File: src/source/icache_defs.svh
// cache geometry and refill credit macros, included by the package and the cache RTL
`ifndef ICACHE_DEFS_SVH
`define ICACHE_DEFS_SVH

// tag bits compared on a read
`define ICACHE_TAG_WIDTH 4

// instruction words held in the cache
`define ICACHE_ENTRIES 32

// words per line, power of two
`define ICACHE_BLOCK_WORDS 4

// fill FIFO depth, also the sender's starting credit count
`define REFILL_CREDITS 4

`define ICACHE_LINES (`ICACHE_ENTRIES / `ICACHE_BLOCK_WORDS)
`define ICACHE_INDEX_WIDTH $clog2(`ICACHE_LINES)
`define ICACHE_OFFSET_WIDTH $clog2(`ICACHE_BLOCK_WORDS)

// word-address PC covers tag, line index and block offset
`define ICACHE_PC_WIDTH (`ICACHE_TAG_WIDTH + $clog2(`ICACHE_ENTRIES))

`endif

File: src/source/icache_pkg.sv
// shared fetch-cache types and RV32 immediate helpers, imported by the RTL and the testbench
`include "icache_defs.svh"

package icache_pkg;

  typedef logic [31:0] instr_t;
  typedef logic [`ICACHE_PC_WIDTH-1:0] pc_t;
  typedef logic [`ICACHE_PC_WIDTH+1:0] byte_pc_t;
  typedef logic [`ICACHE_TAG_WIDTH-1:0] tag_t;
  typedef logic [`ICACHE_INDEX_WIDTH-1:0] line_idx_t;
  typedef logic [`ICACHE_OFFSET_WIDTH-1:0] blk_off_t;

  // byte immediates of B and J formats, bit 0 always zero
  typedef logic [12:0] imm13_t;
  typedef logic [20:0] imm21_t;

  // only the opcodes that need target math
  typedef enum logic [6:0] {
    OP_OTHER  = 7'b0000000,
    OP_BRANCH = 7'b1100011,
    OP_JALR   = 7'b1100111,
    OP_JAL    = 7'b1101111
  } rv_opcode_e;

  typedef struct packed {
    pc_t    pc;
    instr_t instr;
  } fill_word_s;

  typedef struct packed {
    instr_t instr;
    logic   lower_sign;
    logic   lower_cout;
  } predecoded_s;

  typedef struct packed {
    tag_t                             tag;
    logic [`ICACHE_BLOCK_WORDS-1:0]   lower_sign;
    logic [`ICACHE_BLOCK_WORDS-1:0]   lower_cout;
    instr_t [`ICACHE_BLOCK_WORDS-1:0] instr;
  } icache_line_s;

  function automatic rv_opcode_e classify_op(instr_t instr);
    rv_opcode_e op;
    case (instr[6:0])
      OP_BRANCH: op = OP_BRANCH;
      OP_JAL:    op = OP_JAL;
      OP_JALR:   op = OP_JALR;
      default:   op = OP_OTHER;
    endcase
    return op;
  endfunction

  function automatic imm13_t bimm13(instr_t instr);
    return {instr[31], instr[7], instr[30:25], instr[11:8], 1'b0};
  endfunction

  function automatic imm21_t jimm21(instr_t instr);
    return {instr[31], instr[19:12], instr[20], instr[30:21], 1'b0};
  endfunction

endpackage

File: src/source/icache_predecode.sv
// fill-path predecode that folds the low PC bits into JAL and branch immediates
`timescale 1ns/100ps

module icache_predecode
  import icache_pkg::*;
(
  input  fill_word_s  fill_i,
  output predecoded_s predec_o
);

  rv_opcode_e op;
  imm13_t     br_imm;
  imm21_t     jal_imm;
  byte_pc_t   pc_byte;
  imm13_t     pc_low;
  imm13_t     br_sum;
  imm13_t     jal_sum;
  logic       br_cout;
  logic       jal_cout;
  instr_t     instr_inj;

  assign op      = classify_op(fill_i.instr);
  assign br_imm  = bimm13(fill_i.instr);
  assign jal_imm = jimm21(fill_i.instr);

  // low 13 bits of the byte address, zero extended if the PC is narrower
  assign pc_byte = {fill_i.pc, 2'b00};
  assign pc_low  = imm13_t'(pc_byte);

  // unsigned low adds, carry goes to the read-side high add
  assign {br_cout, br_sum}   = {1'b0, br_imm} + {1'b0, pc_low};
  assign {jal_cout, jal_sum} = {1'b0, jal_imm[12:0]} + {1'b0, pc_low};

  always_comb begin
    instr_inj           = fill_i.instr;
    predec_o.lower_sign = 1'b0;
    predec_o.lower_cout = 1'b0;
    case (op)
      OP_BRANCH: begin
        // sum[12:1] back into imm[12|11|10:5|4:1]
        instr_inj[31]       = br_sum[12];
        instr_inj[7]        = br_sum[11];
        instr_inj[30:25]    = br_sum[10:5];
        instr_inj[11:8]     = br_sum[4:1];
        predec_o.lower_sign = br_imm[12];
        predec_o.lower_cout = br_cout;
      end
      OP_JAL: begin
        // only imm[12:1] replaced, imm[20:13] stays for the high add
        instr_inj[12]       = jal_sum[12];
        instr_inj[20]       = jal_sum[11];
        instr_inj[30:21]    = jal_sum[10:1];
        predec_o.lower_cout = jal_cout;
      end
      default: begin
      end
    endcase
    predec_o.instr = instr_inj;
  end

endmodule

File: src/source/icache_mem.sv
// single-port line RAM of the instruction cache, output holds between reads
`timescale 1ns/100ps
`include "icache_defs.svh"

module icache_mem
  import icache_pkg::*;
(
  input  logic         clk_i,
  input  logic         v_i,
  input  logic         w_i,
  input  line_idx_t    addr_i,
  input  icache_line_s data_i,
  output icache_line_s data_o
);

  icache_line_s mem_q [`ICACHE_LINES];

  // a write does not update the read port
  always_ff @(posedge clk_i) begin
    if (v_i) begin
      if (w_i) begin
        mem_q[addr_i] <= data_i;
      end else begin
        data_o <= mem_q[addr_i];
      end
    end
  end

endmodule

File: src/source/icache.sv
// instruction cache with line fill buffer, target completion and miss detection
`timescale 1ns/100ps
`include "icache_defs.svh"

module icache
  import icache_pkg::*;
(
  input  logic       clk_i,
  input  logic       network_reset_i,
  input  logic       fill_v_i,
  input  fill_word_s fill_i,
  input  logic       core_v_i,
  input  pc_t        core_pc_i,
  input  logic       read_pc_plus4_i,
  input  pc_t        jalr_prediction_i,
  input  logic       flush_i,
  output instr_t     instr_o,
  output pc_t        pc_r_o,
  output pc_t        target_o,
  output logic       miss_o,
  output logic       pred_taken_o,
  output logic       flush_r_o
);

  localparam int PC_W   = `ICACHE_PC_WIDTH;
  localparam int OFF_W  = `ICACHE_OFFSET_WIDTH;
  localparam int LOW_W  = 13;
  // high part of the byte target, at least one bit wide
  localparam int HIGH_W = (PC_W + 2 > LOW_W) ? PC_W + 2 - LOW_W : 1;
  localparam int EXT_W  = LOW_W + HIGH_W;

  predecoded_s  predec;
  icache_line_s line_in;
  icache_line_s line_out;
  tag_t         w_tag;
  line_idx_t    w_idx;
  tag_t         w_tag_r;
  line_idx_t    w_idx_r;
  blk_off_t     write_count_r;
  logic         last_word;
  logic         write_en_r;
  logic [`ICACHE_BLOCK_WORDS-1:0] sign_buf_r;
  logic [`ICACHE_BLOCK_WORDS-1:0] cout_buf_r;
  instr_t [`ICACHE_BLOCK_WORDS-1:0] instr_buf_r;

  logic         read_acc;
  logic         mem_v;
  line_idx_t    mem_addr;
  pc_t          pc_r;
  logic         flush_r;
  blk_off_t     r_off;
  tag_t         r_tag;

  instr_t       instr_out;
  logic         sign_out;
  logic         cout_out;
  rv_opcode_e   op_out;
  imm21_t       jal_imm_out;
  logic [EXT_W-1:0]  pc_ext;
  logic [HIGH_W-1:0] pc_high;
  logic [HIGH_W-1:0] br_high;
  logic [HIGH_W-1:0] jal_high;
  logic [HIGH_W-1:0] jal_upper;
  logic [EXT_W-1:0]  br_target;
  logic [EXT_W-1:0]  jal_target;

  icache_predecode i_predecode (
    .fill_i   (fill_i),
    .predec_o (predec)
  );

  assign {w_tag, w_idx} = fill_i.pc[PC_W-1:OFF_W];
  assign last_word      = write_count_r == blk_off_t'(`ICACHE_BLOCK_WORDS - 1);

  // words arrive in offset order, so a counter picks the slot
  always_ff @(posedge clk_i) begin
    if (network_reset_i) begin
      write_count_r <= '0;
      write_en_r    <= 1'b0;
    end else begin
      if (fill_v_i) begin
        write_count_r <= write_count_r + 1'b1;
      end
      write_en_r <= fill_v_i & last_word;
    end
  end

  always_ff @(posedge clk_i) begin
    if (fill_v_i) begin
      sign_buf_r[write_count_r]  <= predec.lower_sign;
      cout_buf_r[write_count_r]  <= predec.lower_cout;
      instr_buf_r[write_count_r] <= predec.instr;
    end
    if (fill_v_i & last_word) begin
      w_tag_r <= w_tag;
      w_idx_r <= w_idx;
    end
  end

  assign line_in = '{
    tag        : w_tag_r,
    lower_sign : sign_buf_r,
    lower_cout : cout_buf_r,
    instr      : instr_buf_r
  };

  assign read_acc = core_v_i & ~fill_v_i;

  always_ff @(posedge clk_i) begin
    if (network_reset_i) begin
      pc_r    <= '0;
      flush_r <= 1'b0;
    end else if (read_acc) begin
      pc_r    <= core_pc_i;
      flush_r <= 1'b0;
    end else begin
      flush_r <= flush_i;
    end
  end

  assign r_off = pc_r[OFF_W-1:0];
  assign r_tag = pc_r[PC_W-1 -: `ICACHE_TAG_WIDTH];

  // skip the array read when the next word sits in the line already held
  assign mem_v    = write_en_r | (read_acc & (&r_off | ~read_pc_plus4_i));
  assign mem_addr = write_en_r ? w_idx_r : core_pc_i[OFF_W +: `ICACHE_INDEX_WIDTH];

  icache_mem i_mem (
    .clk_i  (clk_i),
    .v_i    (mem_v),
    .w_i    (write_en_r),
    .addr_i (mem_addr),
    .data_i (line_in),
    .data_o (line_out)
  );

  assign instr_out   = line_out.instr[r_off];
  assign sign_out    = line_out.lower_sign[r_off];
  assign cout_out    = line_out.lower_cout[r_off];
  assign op_out      = classify_op(instr_out);
  assign jal_imm_out = jimm21(instr_out);

  // high part add on the byte address
  assign pc_ext    = EXT_W'({pc_r, 2'b00});
  assign pc_high   = pc_ext[LOW_W +: HIGH_W];
  assign jal_upper = HIGH_W'(signed'(jal_imm_out[20:13]));
  assign br_high   = pc_high + {HIGH_W{sign_out}} + HIGH_W'(cout_out);
  assign jal_high  = pc_high + jal_upper + HIGH_W'(cout_out);

  assign br_target  = {br_high, bimm13(instr_out)};
  assign jal_target = {jal_high, jal_imm_out[12:0]};

  always_comb begin
    case (op_out)
      OP_JAL:  target_o = jal_target[2 +: PC_W];
      OP_JALR: target_o = jalr_prediction_i;
      default: target_o = br_target[2 +: PC_W];
    endcase
  end

  assign instr_o      = instr_out;
  assign pc_r_o       = pc_r;
  assign miss_o       = line_out.tag != r_tag;
  // backward branch predicted taken
  assign pred_taken_o = sign_out;
  assign flush_r_o    = flush_r;

endmodule

File: src/source/icache_refill.sv
// network fill receiver, credit-based FIFO that only drains while the core is not reading
`timescale 1ns/100ps
`include "icache_defs.svh"

module icache_refill
  import icache_pkg::*;
(
  input  logic       clk_i,
  input  logic       network_reset_i,
  input  logic       net_v_i,
  input  fill_word_s net_fill_i,
  output logic       net_credit_o,
  input  logic       core_v_i,
  output logic       fill_v_o,
  output fill_word_s fill_o
);

  localparam int DEPTH = `REFILL_CREDITS;
  localparam int PTR_W = $clog2(DEPTH);

  fill_word_s       fifo_q [DEPTH];
  logic [PTR_W-1:0] wr_ptr_r;
  logic [PTR_W-1:0] rd_ptr_r;
  logic [PTR_W:0]   count_r;
  logic             pop;
  logic             credit_r;

  // sender holds a credit per free slot, so a push never overflows
  assign pop = (count_r != '0) & ~core_v_i;

  always_ff @(posedge clk_i) begin
    if (net_v_i) begin
      fifo_q[wr_ptr_r] <= net_fill_i;
    end
  end

  always_ff @(posedge clk_i) begin
    if (network_reset_i) begin
      wr_ptr_r <= '0;
      rd_ptr_r <= '0;
      count_r  <= '0;
      credit_r <= 1'b0;
    end else begin
      if (net_v_i) begin
        wr_ptr_r <= (wr_ptr_r == PTR_W'(DEPTH - 1)) ? '0 : wr_ptr_r + 1'b1;
      end
      if (pop) begin
        rd_ptr_r <= (rd_ptr_r == PTR_W'(DEPTH - 1)) ? '0 : rd_ptr_r + 1'b1;
      end
      case ({net_v_i, pop})
        2'b10:   count_r <= count_r + 1'b1;
        2'b01:   count_r <= count_r - 1'b1;
        default: count_r <= count_r;
      endcase
      // credit returned the cycle after the pop
      credit_r <= pop;
    end
  end

  assign net_credit_o = credit_r;
  assign fill_v_o     = pop;
  assign fill_o       = fifo_q[rd_ptr_r];

endmodule

File: src/source/fetch_top.sv
// fetch memory top level joining the network refill unit to the instruction cache
`timescale 1ns/100ps

module fetch_top
  import icache_pkg::*;
(
  input  logic       clk_i,
  input  logic       network_reset_i,
  input  logic       net_v_i,
  input  fill_word_s net_fill_i,
  output logic       net_credit_o,
  input  logic       core_v_i,
  input  pc_t        core_pc_i,
  input  logic       read_pc_plus4_i,
  input  pc_t        jalr_prediction_i,
  input  logic       flush_i,
  output instr_t     instr_o,
  output pc_t        pc_r_o,
  output pc_t        target_o,
  output logic       miss_o,
  output logic       pred_taken_o,
  output logic       flush_r_o
);

  logic       fill_v;
  fill_word_s fill;

  icache_refill i_refill (
    .clk_i           (clk_i),
    .network_reset_i (network_reset_i),
    .net_v_i         (net_v_i),
    .net_fill_i      (net_fill_i),
    .net_credit_o    (net_credit_o),
    .core_v_i        (core_v_i),
    .fill_v_o        (fill_v),
    .fill_o          (fill)
  );

  icache i_icache (
    .clk_i             (clk_i),
    .network_reset_i   (network_reset_i),
    .fill_v_i          (fill_v),
    .fill_i            (fill),
    .core_v_i          (core_v_i),
    .core_pc_i         (core_pc_i),
    .read_pc_plus4_i   (read_pc_plus4_i),
    .jalr_prediction_i (jalr_prediction_i),
    .flush_i           (flush_i),
    .instr_o           (instr_o),
    .pc_r_o            (pc_r_o),
    .target_o          (target_o),
    .miss_o            (miss_o),
    .pred_taken_o      (pred_taken_o),
    .flush_r_o         (flush_r_o)
  );

endmodule

File: config.mk
export PLATFORM = sky130hd
export DESIGN_NAME = fetch_top
export DESIGN_NICKNAME = d
export VERILOG_FILES = /design/src/source/icache_pkg.sv /design/src/source/icache_predecode.sv /design/src/source/icache_mem.sv /design/src/source/icache.sv /design/src/source/icache_refill.sv /design/src/source/fetch_top.sv
export VERILOG_INCLUDE_DIRS = /design/src /design/src/source
export SDC_FILE = /design/constraint.sdc
export NUM_CORES = 2
export LEC_CHECK = 0
export BUFFER_PORTS_ARGS = -buffer_cell sky130_fd_sc_hd__buf_2
export CAP_MARGIN = 15
export CORE_ASPECT_RATIO = 1.2
export CORE_MARGIN = 2
export CORE_UTILIZATION = 40
export DETAILED_ROUTE_END_ITERATION = 10
export GPL_TIMING_DRIVEN = 1
export MAX_ROUTING_LAYER = met4
export PLACE_DENSITY = 0.57
export SYNTH_ARGS = -nofsm -noshare
export SYNTH_HDL_FRONTEND = slang
export SYNTH_SLANG_ARGS = --single-unit
File: constraint.sdc
create_clock -name clk_i -period 24.3 [get_ports clk_i]
set_input_delay 6.075 -clock clk_i [delete_from_list [all_inputs] [get_ports clk_i]]
set_output_delay 6.075 -clock clk_i [all_outputs]
set_load 0.05 [all_outputs]
==> impl_metrics.ini <==
[clock_tree]
post-cts-setup-buffer-count = 0
cts_root_buf = clkbuf_16
clk_pin_slew_worst_paths_ns = 0.05
cts_hold_buf = 0
numClockSinks = 1550
cts_tree = built
ctsResizeCount = 0
h-tree-depth = 4
numCtsBuffers = 154
insertion_delay_ns = 0.79
clock_path_buffers = 3

[synth]
syn-instance-count = 3834
yosys-top-cells-area = edfxtp_1, nand2_1, a21oi_1
yosysWarnings = 0
syn_area_sq_mm = 0.05842
synth.most_common_cell = edfxtp_1
synth_common_cells = edfxtp_1, nand2_1, a21oi_1, clkbuf_1, or4_1
synth_edf_count = 1527
yosys.area.top_type_share_pct = 78.49
syn-num-nets = 3924
avgSynthCellArea_sq_um = 15.24
ys_seq_area_share_pct = 79.28
yosysTopAreaCell = edfxtp_1
synthFlopType = edfxtp_1
synth_seq_cells = 1550
async_flop_share_pct = 0
synth_cell_type_count = 56

[setup_path]
reg2reg_from = i_icache.write_en_r
endpoint = target_o[0]
worstReg2RegEnd = i_icache.i_mem.mem_q[0][119]
critPathLaunch = jalr_prediction_i[0]
reg2reg_depth = 5
worst-endpoint-arrival_ns = 7.03
rrSetupSlack_ns = 19.29
critPathKind = primary input to primary output
required_ns = 18.22
path_max_fanout = 1
end_kind = primary output
critPathLaunchType = primary input

[layout]
area_growth_pct = 12.72
drive_above_1_share_pct = 11.97
stdcell_count = 6008
fin_nets = 4049
nFillCells = 12541

[sta]
tns_ns = 0
slew_viol_final = 0
worst_slew_pin_slew_ns = 1.212
finalCritPeriodShare_pct = 53.92
slew_headroom_pct = 19.20
rsz0062_at_grt = false
post-route-min-period_ns = 13.10
finalHoldViolCount = 0
max_freq_mhz = 76.32
setup_viol = 0
fin_worst_skew_ns = 0.02643

[grt]
grt_start_max_net_pins = 178
grt_pass1_wl_um = 207400
grt_overflow = 0
antenna_found_initial = 7
grtUsageTotal_pct = 19.12
grt_pass1_vias = 32458

[hold_path]
hold_start = i_refill.count_r[2]
min_path_type = register to register

[drt]
finalWirelength_um = 138800
firstDrtPassIters = 5
postRouteAntennaNets = 0
drc = 0
via_per_inst = 5.335
wire_per_inst_um = 23.10
drt_iter0_markers = 2819
vias = 32052

[floorplanning]
pin_count = 119
initial_core_util_pct = 40.31
core_sq_mm = 0.1449
chipHeight_um = 422.6
rows = 153
dieArea_sq_mm = 0.1491
die_w_um = 352.9

[power_and_ir_drop]
ir_drop_uv = 70.49
cellLeakagePower_nw = 22.07
power.density_mw_per_mm2 = 88.59
p_total_mw = 5.834

[placed_design]
portBuffers = 118
dp_hpwl_um = 68720
gp_congestion = 0.7675
place_inst = 5740

[job]
max_cap_violations = 0

[status]
outcome = finished, final reports clean
[power breakdown]
part | internal, mW | switching [mW]
clock | 1.23 | 0.987
sequential | 3.06 | 0.0566
combinational | 0.150 | 0.351
[final cells by class]
type	count	area, sq um	area share [%]
sequential	1550	46320	70.34
multi-input combinational	2066	11320	17.19
clock buffer	196	4085	6.203
tap	1937	2424	3.680
timing repair buffer	173	1079	1.638
clock inverter	70	566.8	0.8607
inverter	14	52.55	0.07980
antenna	2	5.005	0.007600
[worst max-delay path, cell delays in order]
cell,delay [ns]
buf_2,0.14
mux2i_1,0.42
a21oi_1,0.13
buf_2,0.25
[cells by family after synthesis]
family                   after synthesis  share of synthesized area, %
AND/OR/NAND/NOR                     1322                         9.595
adder cells (fa/ha/maj)               25                        0.5740
buffers and inverters                218                         1.568
AO/OA/AOI/OAI                        604                         5.333
flip-flops                          1550                         79.28
multiplexers                         102                         3.459
XOR/XNOR                              13                        0.1949
[flip-flops by register name, summed over array words and instances, names as in the netlist, 2 cells and up, named ones only]
register,count
i_icache.i_mem.data_o,136
i_icache.i_mem.mem_q,1088
i_icache.instr_buf_r,128
i_icache.pc_r_o,9
i_icache.sign_buf_r,4
i_icache.w_idx_r,3
i_icache.w_tag_r,4
i_icache.write_count_r,2
i_refill.count_r,3
i_refill.fifo_q,164
i_refill.rd_ptr_r,2
i_refill.wr_ptr_r,2
[how the worst min path moves through the flow]
stage | slack [ns] | cells after the start | to
after floorplan | 0.46 | 2 | i_refill.count_r[2]
after global placement | 0.47 | 2 | i_icache.pc_r_o[3]
after detailed placement | 0.48 | 2 | i_refill.count_r[2]
after CTS | 0.49 | 2 | i_refill.count_r[2]
after global routing | 0.55 | 2 | i_icache.pc_r_o[2]
final | 0.49 | 2 | i_refill.count_r[2]
[cells in the final DEF (no fill, tap or decap), types with 29 or more instances in the layout]
cell type / instances
edfxtp_1: 1527
nand2_1: 1103
a21oi_1: 560
clkbuf_16: 157
or4_1: 135
buf_2: 118
mux4_2: 69
buf_4: 49
clkbuf_1: 38
nor2_1: 29
clkinv_1: 29
[metal layers]
metal  vias up  global-route usage (%)  part of all wire, %
met5         -                       -                    0
met4         0                   5.627                  2.4
met3       223                   2.721                  5.1
met2       859                   31.31                   49
met1     16513                   24.88                   43
li1      14457                       -                    -
[through the flow]
step / cell area [sq um] / util (%) / hold slack, ns / worst slack (ns)
after global placement: 61200 / 42.23 / 0.4741 / 11.11
after detailed placement: 61200 / 42.23 / 0.4819 / 11.14
after global routing: 65850 / 45.44 / 0.5473 / 11.09
after floorplan: 58420 / - / 0.4582 / 10.94
final: 65850 / 45.44 / 0.4912 / 11.20
after CTS: 65850 / 45.44 / 0.4883 / 11.13
(Power assumes the default switching activity.)
